--- config.mk ---
export PLATFORM = sky130hd
export DESIGN_NAME = wan_num_client
export DESIGN_NICKNAME = d
export VERILOG_FILES = /design/src/rtl/wan_num_msg_pkg.sv /design/src/rtl/wan_num_ctrl_pkg.sv /design/src/rtl/wan_num_client_fsm.sv /design/src/rtl/wan_num_request_tracker.sv /design/src/rtl/wan_num_reply_checker.sv /design/src/rtl/wan_num_client.sv
export SDC_FILE = /design/constraint.sdc
export NUM_CORES = 1
export LEC_CHECK = 0
export BUFFER_PORTS_ARGS = -buffer_cell sky130_fd_sc_hd__buf_2
export CAP_MARGIN = 20
export CORE_AREA = 2 2 186 188
export CTS_CLUSTER_DIAMETER = 120
export DETAILED_ROUTE_END_ITERATION = 12
export DIE_AREA = 0 0 188 190
export PLACE_DENSITY = 0.54
export SYNTH_ARGS = -nofsm -noshare
export SYNTH_HDL_FRONTEND = slang
export SYNTH_SLANG_ARGS = --single-unit
--- constraint.sdc ---
create_clock -name i_clk -period 3.19 [get_ports i_clk]
set_clock_uncertainty 0.2 [all_clocks]
set_input_delay 0.638 -clock i_clk [delete_from_list [all_inputs] [get_ports i_clk]]
set_output_delay 0.638 -clock i_clk [all_outputs]
set_load 0.01 [all_outputs]
--- src/rtl/wan_num_msg_pkg.sv ---
package wan_num_msg_pkg;

    // Port and field widths
    localparam int KIP_DATA_WIDTH    = 128;
    localparam int MSG_TYPE_WIDTH    = 8;
    localparam int NODE_ID_WIDTH     = 16;
    localparam int SEQ_NUM_WIDTH     = 32;
    localparam int WAN_SEQ_NUM_WIDTH = 32;
    localparam int CTDEST_WIDTH      = 16;
    localparam int IP_ADDR_WIDTH     = 32;
    localparam int IP_PORT_WIDTH     = 16;
    localparam int KIP_TUSER_WIDTH   = 64;
    localparam int RPN_TDEST_WIDTH   = 4;

    // Field offsets in the data beat, message type sits at bit 0
    localparam int SENDER_ID_OFFSET   = 8;
    localparam int SEQ_NUM_OFFSET     = 24;
    localparam int WAN_SEQ_NUM_OFFSET = 56;
    localparam int WAN_CTDEST_OFFSET  = 88;
    localparam int WAN_LOCK_OFFSET    = 104;

    // KIP user word, destination IP address sits at bit 0
    localparam int TUSER_SRC_PORT_OFFSET  = 32;
    localparam int TUSER_DEST_PORT_OFFSET = 48;

    // Message type codes
    localparam logic [MSG_TYPE_WIDTH-1:0] MSG_WAN_NUM_SEQ_NUM_CHECK = 8'h10;
    localparam logic [MSG_TYPE_WIDTH-1:0] MSG_WAN_NUM_SEQ_NUM_REPLY = 8'h11;
    localparam logic [MSG_TYPE_WIDTH-1:0] MSG_OUT_SEQ_NUM_REQUEST   = 8'h20;
    localparam logic [MSG_TYPE_WIDTH-1:0] MSG_OUT_SEQ_NUM_REPLY     = 8'h21;
    localparam logic [MSG_TYPE_WIDTH-1:0] MSG_OUT_SEQ_NUM_CHECK     = 8'h22;
    localparam logic [MSG_TYPE_WIDTH-1:0] MSG_OUT_SEQ_NUM_RDATA     = 8'h23;
    localparam logic [MSG_TYPE_WIDTH-1:0] MSG_OUT_SEQ_NUM_WRITE     = 8'h24;
    localparam logic [MSG_TYPE_WIDTH-1:0] MSG_OUT_SEQ_NUM_BRESP     = 8'h25;
    localparam logic [MSG_TYPE_WIDTH-1:0] MSG_IN_SEQ_NUM_REQUEST    = 8'h30;
    localparam logic [MSG_TYPE_WIDTH-1:0] MSG_IN_SEQ_NUM_REPLY      = 8'h31;
    localparam logic [MSG_TYPE_WIDTH-1:0] MSG_IN_SEQ_NUM_WRITE      = 8'h32;
    localparam logic [MSG_TYPE_WIDTH-1:0] MSG_IN_SEQ_NUM_BRESP      = 8'h33;

    // Kernel IDs on the result channel
    localparam logic [RPN_TDEST_WIDTH-1:0] ID_RPN_WAN_TX = 4'd1;
    localparam logic [RPN_TDEST_WIDTH-1:0] ID_RPN_KIP_RX = 4'd2;
    localparam logic [RPN_TDEST_WIDTH-1:0] ID_RPN_KIP_TX = 4'd3;

endpackage

--- src/rtl/wan_num_ctrl_pkg.sv ---
package wan_num_ctrl_pkg;

    // Cycles spent waiting for an answer before the message is sent again
    localparam int ACK_TIMEOUT       = 1800;
    localparam int SEQ_REPLY_TIMEOUT = 1800;

    // One counter serves both wait states
    localparam int MAX_TIMEOUT = (ACK_TIMEOUT > SEQ_REPLY_TIMEOUT) ?
                                 ACK_TIMEOUT : SEQ_REPLY_TIMEOUT;
    localparam int RETRY_TIMER_WIDTH = $clog2(MAX_TIMEOUT + 1);

    localparam int STATE_WIDTH = 3;

    // Start-up states
    localparam logic [STATE_WIDTH-1:0] ST_INIT        = 3'd0;
    localparam logic [STATE_WIDTH-1:0] ST_SEND_CHECK  = 3'd1;
    localparam logic [STATE_WIDTH-1:0] ST_WAIT_REPLY  = 3'd2;
    // Normal operation
    localparam logic [STATE_WIDTH-1:0] ST_IDLE        = 3'd3;
    localparam logic [STATE_WIDTH-1:0] ST_SEND_REQ    = 3'd4;
    localparam logic [STATE_WIDTH-1:0] ST_WAIT_ACK    = 3'd5;
    localparam logic [STATE_WIDTH-1:0] ST_SEND_RESULT = 3'd6;

endpackage

--- src/rtl/wan_num_client_fsm.sv ---
module wan_num_client_fsm (
    input  logic i_clk,
    input  logic i_ap_rst_n,
    input  logic i_rpn_tvalid,
    input  logic i_kip_tready,
    input  logic i_res_tready,
    input  logic i_reply_match,
    input  logic i_ack_match,
    input  logic i_needs_result,
    output logic o_rpn_tready,
    output logic o_kip_tvalid,
    output logic o_nb_tready,
    output logic o_res_tvalid,
    output logic o_init_load,
    output logic o_req_accept,
    output logic o_seq_load,
    output logic o_clear,
    output logic o_capture
);

    import wan_num_ctrl_pkg::*;

    logic [STATE_WIDTH-1:0]       r_state;
    logic [STATE_WIDTH-1:0]       w_next_state;
    logic [RETRY_TIMER_WIDTH-1:0] r_timer;
    logic                         w_reply_timeout;
    logic                         w_ack_timeout;
    logic                         w_stay_waiting;

    assign w_reply_timeout = (r_timer == RETRY_TIMER_WIDTH'(SEQ_REPLY_TIMEOUT));
    assign w_ack_timeout   = (r_timer == RETRY_TIMER_WIDTH'(ACK_TIMEOUT));

    // Channel levels follow the state only
    assign o_rpn_tready = (r_state == ST_IDLE);
    // Late answers are drained in idle and dropped
    assign o_nb_tready  = (r_state == ST_WAIT_REPLY) || (r_state == ST_IDLE)
                       || (r_state == ST_WAIT_ACK);
    assign o_kip_tvalid = (r_state == ST_SEND_CHECK) || (r_state == ST_SEND_REQ);
    assign o_res_tvalid = (r_state == ST_SEND_RESULT);

    // Strobes to the tracker and the checker
    assign o_init_load  = (r_state == ST_INIT);
    assign o_req_accept = (r_state == ST_IDLE) && i_rpn_tvalid;
    assign o_clear      = (r_state == ST_IDLE) && !i_rpn_tvalid;
    assign o_seq_load   = (r_state == ST_WAIT_REPLY) && i_reply_match;
    assign o_capture    = (r_state == ST_WAIT_ACK) && i_ack_match;

    always_comb begin
        w_next_state = r_state;
        case (r_state)
            ST_INIT: begin
                w_next_state = ST_SEND_CHECK;
            end
            ST_SEND_CHECK: begin
                if (i_kip_tready)
                    w_next_state = ST_WAIT_REPLY;
            end
            ST_WAIT_REPLY: begin
                // A matching reply wins over a timeout in the same cycle
                if (i_reply_match)
                    w_next_state = ST_IDLE;
                else if (w_reply_timeout)
                    w_next_state = ST_SEND_CHECK;
            end
            ST_IDLE: begin
                if (i_rpn_tvalid)
                    w_next_state = ST_SEND_REQ;
            end
            ST_SEND_REQ: begin
                if (i_kip_tready)
                    w_next_state = ST_WAIT_ACK;
            end
            ST_WAIT_ACK: begin
                // Writes finish on their BRESP without a result
                if (i_ack_match)
                    w_next_state = i_needs_result ? ST_SEND_RESULT : ST_IDLE;
                else if (w_ack_timeout)
                    w_next_state = ST_SEND_REQ;
            end
            ST_SEND_RESULT: begin
                if (i_res_tready)
                    w_next_state = ST_IDLE;
            end
            default: begin
                w_next_state = ST_INIT;
            end
        endcase
    end

    // Counter runs only while a wait state is held
    assign w_stay_waiting = (w_next_state == r_state)
                         && ((r_state == ST_WAIT_REPLY) || (r_state == ST_WAIT_ACK));

    always_ff @(posedge i_clk or negedge i_ap_rst_n) begin
        if (!i_ap_rst_n) begin
            r_state <= ST_INIT;
            r_timer <= '0;
        end else begin
            r_state <= w_next_state;
            r_timer <= w_stay_waiting ? r_timer + 1'b1 : '0;
        end
    end

endmodule

--- src/rtl/wan_num_request_tracker.sv ---
module wan_num_request_tracker (
    input  logic                                          i_clk,
    input  logic                                          i_ap_rst_n,
    input  logic                                          i_init_load,
    input  logic                                          i_req_accept,
    input  logic                                          i_seq_load,
    input  logic                                          i_clear,
    input  logic [wan_num_msg_pkg::MSG_TYPE_WIDTH-1:0]    i_rpn_tdata,
    input  logic [wan_num_msg_pkg::CTDEST_WIDTH-1:0]      i_rpn_tdest,
    input  logic [wan_num_msg_pkg::SEQ_NUM_WIDTH-1:0]     i_reply_seq_num,
    input  logic [wan_num_msg_pkg::NODE_ID_WIDTH-1:0]     i_node_id,
    input  logic [wan_num_msg_pkg::IP_ADDR_WIDTH-1:0]     i_wan_node_ip_addr,
    input  logic [wan_num_msg_pkg::IP_PORT_WIDTH-1:0]     i_kip_port,
    output logic [wan_num_msg_pkg::KIP_DATA_WIDTH-1:0]    o_kip_tdata,
    output logic [wan_num_msg_pkg::KIP_TUSER_WIDTH-1:0]   o_kip_tuser,
    output logic [wan_num_msg_pkg::MSG_TYPE_WIDTH-1:0]    o_expected_reply,
    output logic [wan_num_msg_pkg::SEQ_NUM_WIDTH-1:0]     o_seq_num,
    output logic                                          o_needs_result,
    output logic [wan_num_msg_pkg::RPN_TDEST_WIDTH-1:0]   o_res_tdest
);

    import wan_num_msg_pkg::*;

    logic [MSG_TYPE_WIDTH-1:0] r_msg_type;
    logic [MSG_TYPE_WIDTH-1:0] r_expected_reply;
    logic [MSG_TYPE_WIDTH-1:0] w_req_reply;
    logic [CTDEST_WIDTH-1:0]   r_ctdest;
    logic [SEQ_NUM_WIDTH-1:0]  r_seq_num;

    // Reply that answers each request type, unknown types get 0
    always_comb begin
        case (i_rpn_tdata)
            MSG_OUT_SEQ_NUM_REQUEST: w_req_reply = MSG_OUT_SEQ_NUM_REPLY;
            MSG_OUT_SEQ_NUM_CHECK:   w_req_reply = MSG_OUT_SEQ_NUM_RDATA;
            MSG_OUT_SEQ_NUM_WRITE:   w_req_reply = MSG_OUT_SEQ_NUM_BRESP;
            MSG_IN_SEQ_NUM_REQUEST:  w_req_reply = MSG_IN_SEQ_NUM_REPLY;
            MSG_IN_SEQ_NUM_WRITE:    w_req_reply = MSG_IN_SEQ_NUM_BRESP;
            default:                 w_req_reply = '0;
        endcase
    end

    // Fields stay put between strobes so a retry resends the same beat
    always_ff @(posedge i_clk or negedge i_ap_rst_n) begin
        if (!i_ap_rst_n) begin
            r_msg_type       <= '0;
            r_expected_reply <= '0;
            r_ctdest         <= '0;
            r_seq_num        <= '0;
        end else if (i_init_load) begin
            r_msg_type       <= MSG_WAN_NUM_SEQ_NUM_CHECK;
            r_expected_reply <= MSG_WAN_NUM_SEQ_NUM_REPLY;
            r_ctdest         <= '0;
        end else if (i_req_accept) begin
            r_msg_type       <= i_rpn_tdata;
            r_expected_reply <= w_req_reply;
            r_ctdest         <= i_rpn_tdest;
            r_seq_num        <= r_seq_num + 1'b1;
        end else if (i_seq_load) begin
            r_seq_num        <= i_reply_seq_num;
        end else if (i_clear) begin
            r_msg_type       <= '0;
            r_expected_reply <= '0;
            r_ctdest         <= '0;
        end
    end

    // Outgoing beat, the WAN number field and upper bits stay zero
    always_comb begin
        o_kip_tdata = '0;
        o_kip_tdata[0+:MSG_TYPE_WIDTH]                 = r_msg_type;
        o_kip_tdata[SENDER_ID_OFFSET+:NODE_ID_WIDTH]   = i_node_id;
        o_kip_tdata[SEQ_NUM_OFFSET+:SEQ_NUM_WIDTH]     = r_seq_num;
        o_kip_tdata[WAN_CTDEST_OFFSET+:CTDEST_WIDTH]   = r_ctdest;
    end

    // Same port number on both ends
    always_comb begin
        o_kip_tuser = '0;
        o_kip_tuser[0+:IP_ADDR_WIDTH]                      = i_wan_node_ip_addr;
        o_kip_tuser[TUSER_SRC_PORT_OFFSET+:IP_PORT_WIDTH]  = i_kip_port;
        o_kip_tuser[TUSER_DEST_PORT_OFFSET+:IP_PORT_WIDTH] = i_kip_port;
    end

    assign o_expected_reply = r_expected_reply;
    assign o_seq_num        = r_seq_num;
    assign o_needs_result   = (r_expected_reply != MSG_OUT_SEQ_NUM_BRESP)
                           && (r_expected_reply != MSG_IN_SEQ_NUM_BRESP);

    // Result goes back to the kernel that asked
    always_comb begin
        case (r_msg_type)
            MSG_OUT_SEQ_NUM_REQUEST: o_res_tdest = ID_RPN_WAN_TX;
            MSG_OUT_SEQ_NUM_CHECK:   o_res_tdest = ID_RPN_KIP_RX;
            MSG_IN_SEQ_NUM_REQUEST:  o_res_tdest = ID_RPN_KIP_TX;
            default:                 o_res_tdest = '0;
        endcase
    end

endmodule

--- src/rtl/wan_num_reply_checker.sv ---
module wan_num_reply_checker (
    input  logic                                            i_clk,
    input  logic                                            i_ap_rst_n,
    input  logic                                            i_nb_tvalid,
    input  logic [wan_num_msg_pkg::KIP_DATA_WIDTH-1:0]      i_nb_tdata,
    input  logic [wan_num_msg_pkg::NODE_ID_WIDTH-1:0]       i_wan_node_id,
    input  logic [wan_num_msg_pkg::MSG_TYPE_WIDTH-1:0]      i_expected_reply,
    input  logic [wan_num_msg_pkg::SEQ_NUM_WIDTH-1:0]       i_seq_num,
    input  logic                                            i_capture,
    input  logic                                            i_clear,
    output logic                                            o_reply_match,
    output logic                                            o_ack_match,
    output logic [wan_num_msg_pkg::SEQ_NUM_WIDTH-1:0]       o_reply_seq_num,
    output logic [wan_num_msg_pkg::WAN_SEQ_NUM_WIDTH-1:0]   o_res_tdata,
    output logic                                            o_res_tuser
);

    import wan_num_msg_pkg::*;

    logic [MSG_TYPE_WIDTH-1:0]    w_msg_type;
    logic [NODE_ID_WIDTH-1:0]     w_sender_id;
    logic [WAN_SEQ_NUM_WIDTH-1:0] w_wan_seq_num;
    logic                         w_wan_lock;
    logic [WAN_SEQ_NUM_WIDTH-1:0] r_wan_seq_num;
    logic                         r_wan_lock;

    // Field decode of the bridge beat
    assign w_msg_type      = i_nb_tdata[0+:MSG_TYPE_WIDTH];
    assign w_sender_id     = i_nb_tdata[SENDER_ID_OFFSET+:NODE_ID_WIDTH];
    assign o_reply_seq_num = i_nb_tdata[SEQ_NUM_OFFSET+:SEQ_NUM_WIDTH];
    assign w_wan_seq_num   = i_nb_tdata[WAN_SEQ_NUM_OFFSET+:WAN_SEQ_NUM_WIDTH];
    assign w_wan_lock      = i_nb_tdata[WAN_LOCK_OFFSET];

    assign o_reply_match = i_nb_tvalid && (w_msg_type == i_expected_reply);
    // Stale acks from an earlier transaction fail the sequence compare
    assign o_ack_match   = o_reply_match && (w_sender_id == i_wan_node_id)
                        && (o_reply_seq_num == i_seq_num);

    always_ff @(posedge i_clk or negedge i_ap_rst_n) begin
        if (!i_ap_rst_n) begin
            r_wan_seq_num <= '0;
            r_wan_lock    <= 1'b0;
        end else if (i_capture) begin
            r_wan_seq_num <= w_wan_seq_num;
            r_wan_lock    <= w_wan_lock;
        end else if (i_clear) begin
            r_wan_seq_num <= '0;
            r_wan_lock    <= 1'b0;
        end
    end

    assign o_res_tdata = r_wan_seq_num;
    assign o_res_tuser = r_wan_lock;

endmodule

--- src/rtl/wan_num_client.sv ---
module wan_num_client (
    input  logic                                            i_clk,
    input  logic                                            i_ap_rst_n,
    input  logic [wan_num_msg_pkg::NODE_ID_WIDTH-1:0]       i_node_id,
    input  logic [wan_num_msg_pkg::NODE_ID_WIDTH-1:0]       i_wan_node_id,
    input  logic [wan_num_msg_pkg::IP_ADDR_WIDTH-1:0]       i_wan_node_ip_addr,
    input  logic [wan_num_msg_pkg::IP_PORT_WIDTH-1:0]       i_kip_port,
    // Kernel requests
    input  logic                                            i_rpn_tvalid,
    output logic                                            o_rpn_tready,
    input  logic [wan_num_msg_pkg::MSG_TYPE_WIDTH-1:0]      i_rpn_tdata,
    input  logic [wan_num_msg_pkg::CTDEST_WIDTH-1:0]        i_rpn_tdest,
    // KIP transmit
    output logic                                            o_kip_tvalid,
    input  logic                                            i_kip_tready,
    output logic [wan_num_msg_pkg::KIP_DATA_WIDTH-1:0]      o_kip_tdata,
    output logic [wan_num_msg_pkg::KIP_TUSER_WIDTH-1:0]     o_kip_tuser,
    // Bridge receive
    input  logic                                            i_nb_tvalid,
    output logic                                            o_nb_tready,
    input  logic [wan_num_msg_pkg::KIP_DATA_WIDTH-1:0]      i_nb_tdata,
    // Results to kernels
    output logic                                            o_res_tvalid,
    input  logic                                            i_res_tready,
    output logic [wan_num_msg_pkg::WAN_SEQ_NUM_WIDTH-1:0]   o_res_tdata,
    output logic [wan_num_msg_pkg::RPN_TDEST_WIDTH-1:0]     o_res_tdest,
    output logic                                            o_res_tuser
);

    import wan_num_msg_pkg::*;

    logic                      w_init_load;
    logic                      w_req_accept;
    logic                      w_seq_load;
    logic                      w_clear;
    logic                      w_capture;
    logic                      w_reply_match;
    logic                      w_ack_match;
    logic                      w_needs_result;
    logic [MSG_TYPE_WIDTH-1:0] w_expected_reply;
    logic [SEQ_NUM_WIDTH-1:0]  w_seq_num;
    logic [SEQ_NUM_WIDTH-1:0]  w_reply_seq_num;

    wan_num_client_fsm u_fsm (
        .i_clk          (i_clk),
        .i_ap_rst_n     (i_ap_rst_n),
        .i_rpn_tvalid   (i_rpn_tvalid),
        .i_kip_tready   (i_kip_tready),
        .i_res_tready   (i_res_tready),
        .i_reply_match  (w_reply_match),
        .i_ack_match    (w_ack_match),
        .i_needs_result (w_needs_result),
        .o_rpn_tready   (o_rpn_tready),
        .o_kip_tvalid   (o_kip_tvalid),
        .o_nb_tready    (o_nb_tready),
        .o_res_tvalid   (o_res_tvalid),
        .o_init_load    (w_init_load),
        .o_req_accept   (w_req_accept),
        .o_seq_load     (w_seq_load),
        .o_clear        (w_clear),
        .o_capture      (w_capture)
    );

    wan_num_request_tracker u_tracker (
        .i_clk              (i_clk),
        .i_ap_rst_n         (i_ap_rst_n),
        .i_init_load        (w_init_load),
        .i_req_accept       (w_req_accept),
        .i_seq_load         (w_seq_load),
        .i_clear            (w_clear),
        .i_rpn_tdata        (i_rpn_tdata),
        .i_rpn_tdest        (i_rpn_tdest),
        .i_reply_seq_num    (w_reply_seq_num),
        .i_node_id          (i_node_id),
        .i_wan_node_ip_addr (i_wan_node_ip_addr),
        .i_kip_port         (i_kip_port),
        .o_kip_tdata        (o_kip_tdata),
        .o_kip_tuser        (o_kip_tuser),
        .o_expected_reply   (w_expected_reply),
        .o_seq_num          (w_seq_num),
        .o_needs_result     (w_needs_result),
        .o_res_tdest        (o_res_tdest)
    );

    wan_num_reply_checker u_checker (
        .i_clk            (i_clk),
        .i_ap_rst_n       (i_ap_rst_n),
        .i_nb_tvalid      (i_nb_tvalid),
        .i_nb_tdata       (i_nb_tdata),
        .i_wan_node_id    (i_wan_node_id),
        .i_expected_reply (w_expected_reply),
        .i_seq_num        (w_seq_num),
        .i_capture        (w_capture),
        .i_clear          (w_clear),
        .o_reply_match    (w_reply_match),
        .o_ack_match      (w_ack_match),
        .o_reply_seq_num  (w_reply_seq_num),
        .o_res_tdata      (o_res_tdata),
        .o_res_tuser      (o_res_tuser)
    );

endmodule

==> out/results.ini <==
[cts]
cts_tree = yes
cts_buffer_depth = 2
cts_resized = 0
numCtsBuffers = 9
clk-insertion-delay-late_ns = 0.36
cts_root_buf = clkbuf_16
cts_setup_buffers = 0
clkTransAtPathRegs_ns = 0.08
cts_sinks = 108
cts_hold_buf = 0
htreeDepth = 3

[route]
first_pass_iters = 4
vias_per_cell = 4.28
drtAntennaViolNets = 0
drt_wl_total_um = 21100
drc_errors = 0
vias = 5759
drt_iter0_drc = 327
wl_per_cell_um = 15.7

[timing]
fmax_mhz = 358
fin_crit_sh = 0.875
layout_min_cycle_time_ns = 2.79
whs_ns = 0.0774
maxSlewHeadroom = 0.316
finalHoldViolations = 0
drv_slew = 0
tightest_slew_ns = 1.03
setup_viol = 0
grt_setup_unrepaired = no
fin_setup_tns_ns = 0

[synthesis]
synth_area_leaders = dfrtp_1, buf_4, xnor2_1
synth.distinct_cells = 66
yosysWarnings = 0
synth_top_area_share = 0.385
synth_compound_area_frac = 0.116
async_reset_ff_frac = 1.00
netlist_area_sq_um = 7020
synthSimpleGateAreaFrac = 0.179
syn_inst = 733
avgSynthCellArea_sq_um = 9.58
synth_xor_area_frac = 0.0798
yosysTopAreaCell = dfrtp_1
ys_seq_elements = 108
synth_fa_ha_area_frac = 0.00534
synthMuxAreaShare = 0.0572
synth-main-ff-cell = dfrtp_1
seq_area_frac_synth = 0.385
synth_edf_count = 0
synth_top_family_by_area = simple AND/OR/NAND/NOR gates

[setup_path]
timing.rr.end = u_checker.o_res_tdata[4]
crit_end = u_checker.o_res_tdata[4]
critical_path.cell_chain = xnor2_1, nand4_1, nor4_1, nand4_1, buf_4, nor2_4, buf_12, mux2_2
start_kind = flip-flop
crit_top_cell = nand4_1
reg2reg_depth = 8
cpPeakStageDelay_ns = 0.48
arrival_ns = 2.84
critPathLaunch = u_tracker.o_seq_num[24]
cp_slowest_cell = dfrtp_1
cp-end-kind = flip-flop
required_ns = 3.23
path_max_fanout = 33
path_class = flip-flop to flip-flop
r2r_slack_ns = 0.40
rr_startpoint = u_tracker.o_seq_num[24]

[global_route]
grt_pass1_vias = 5408
grt_max_degree = 42
overflow = 0
grt_pass1_wl_um = 31700
grtUsageTotal = 0.116
grt_antenna_before_repair = 0

[power_and_ir_drop]
powerDensity_nw_per_um2 = 550
ir_drop_uv = 233
leakage_nw = 3.92

[die]
num_io_pins = 471
die_x_um = 188
start_util = 0.207
num_rows = 68
coreArea_sq_um = 33900
die-area_sq_um = 35700
die_h_um = 190

[status]
status = finished clean

[flow_run]
drv_cap = 0

[finish]
ff_latch_area_sq_um = 2700
num-nets-final = 1125
final_cell_mix = buf_2, dfrtp_1, xnor2_1
diodes = 0
multi_input_area_sq_um = 3300
syn2layout_area_growth_pct = 17.5
final_layout_size_suffix_gt1_frac = 0.359
fillers = 3703
final_common_cell = buf_2

[place]
gp_congestion = 0.852
portBuffers = 229
dp_hpwl_um = 16600

[hold_path]
hp-class = input port to async pin

routing by layer:
layer / track usage / part of all wire
met2: 0.185 / 0.47
met1: 0.144 / 0.43
met3: 0.0323 / 0.066
met4: 0.0563 / 0.032
met5: 0 / 0
how the worst min path moves through the flow:
stage / startpoint / end / slack (ns) / cells past startpoint
2_1_floorplan: i_ap_rst_n / u_checker.o_res_tdata[0] / 0.14 / 0
6_report: i_ap_rst_n / u_fsm.r_timer[2] / 0.08 / 1
3_5_place_dp: u_fsm.r_timer[0] / u_fsm.r_timer[0] / 0.28 / 1
3_3_place_gp: u_fsm.r_timer[0] / u_fsm.r_timer[0] / 0.28 / 1
5_1_grt: i_ap_rst_n / u_fsm.r_timer[2] / 0.11 / 1
4_1_cts: i_ap_rst_n / u_fsm.r_timer[2] / 0.1 / 1
synthesized netlist by cell type (3+ instances only):
| cell | count |
|---|---|
| nor3_1 | 6 |
| buf_4 | 139 |
| o221a_2 | 4 |
| nor2b_1 | 35 |
| xor2_1 | 5 |
| a31oi_1 | 3 |
| inv_1 | 11 |
| mux2_2 | 32 |
| mux2i_1 | 3 |
| and3_1 | 8 |
| dfrtp_1 | 108 |
| buf_2 | 8 |
| nor2_1 | 50 |
| o211ai_1 | 5 |
| nand4_1 | 34 |
| clkbuf_1 | 15 |
| a21oi_1 | 22 |
| nor3_2 | 3 |
| and2_1 | 3 |
| buf_6 | 5 |
| nand2b_1 | 3 |
| nor4_1 | 10 |
| o21ai_0 | 17 |
| and4_1 | 6 |
| a41oi_1 | 4 |
| ha_1 | 3 |
| nand3_1 | 19 |
| a211oi_1 | 6 |
| a22o_1 | 22 |
| o22ai_1 | 7 |
| nand2_1 | 35 |
| o31ai_1 | 3 |
| xnor2_1 | 59 |
stage by stage:
stage	setup WS (ns)	total power [mW]	instances	instance area, sq um	util
after CTS	0.443	4.61	1344	8250	0.243
after floorplan	0.700	2.91	790	7240	-
after global placement	0.129	3.41	1328	7960	0.235
after global routing	0.288	4.84	1344	8250	0.243
final	0.398	4.54	1344	8250	0.243
after detailed placement	0.174	3.43	1328	7960	0.235
critical path: cells and delay by family, from the launching register on:
kind / cells / cell delay [ns]
multiplexers: 1 / 0.37
AND/OR/NAND/NOR: 4 / 0.82
buffers and inverters: 2 / 0.39
flip-flops: 1 / 0.48
XOR/XNOR: 1 / 0.39
cells by family after synthesis:
logic type	after synthesis
AOI/OAI and AO/OA	113
xor gates and xnor gates	64
adders and majority gates	3
buffers and inverters	180
DFF	108
muxes	36
other	1
and+or+nand+nor	228
final cells by class:
cell class	instances	area share
clock inverter	7	0.00819
tap	455	0.0690
multi-input combinational	502	0.400
timing repair buffer	252	0.163
sequential	108	0.327
clock buffer	9	0.0273
inverter	11	0.00500
flip-flops by register name, summed over array words and instances (netlist names):
signal,cells
u_checker.o_res_tdata,32
u_tracker.o_seq_num,32
u_tracker.r_ctdest,16
u_fsm.r_timer,11
u_tracker.r_msg_type,8
u_tracker.o_expected_reply,5
u_fsm.r_state,3
u_checker.o_res_tuser,1
where the power goes:
group          switching (mW)  internal [mW]
logic                   0.897          0.619
clock network           0.595          0.551
registers               0.286           1.59
total                    1.78           2.76
Note: power is estimated with default switching activity, not from simulation.
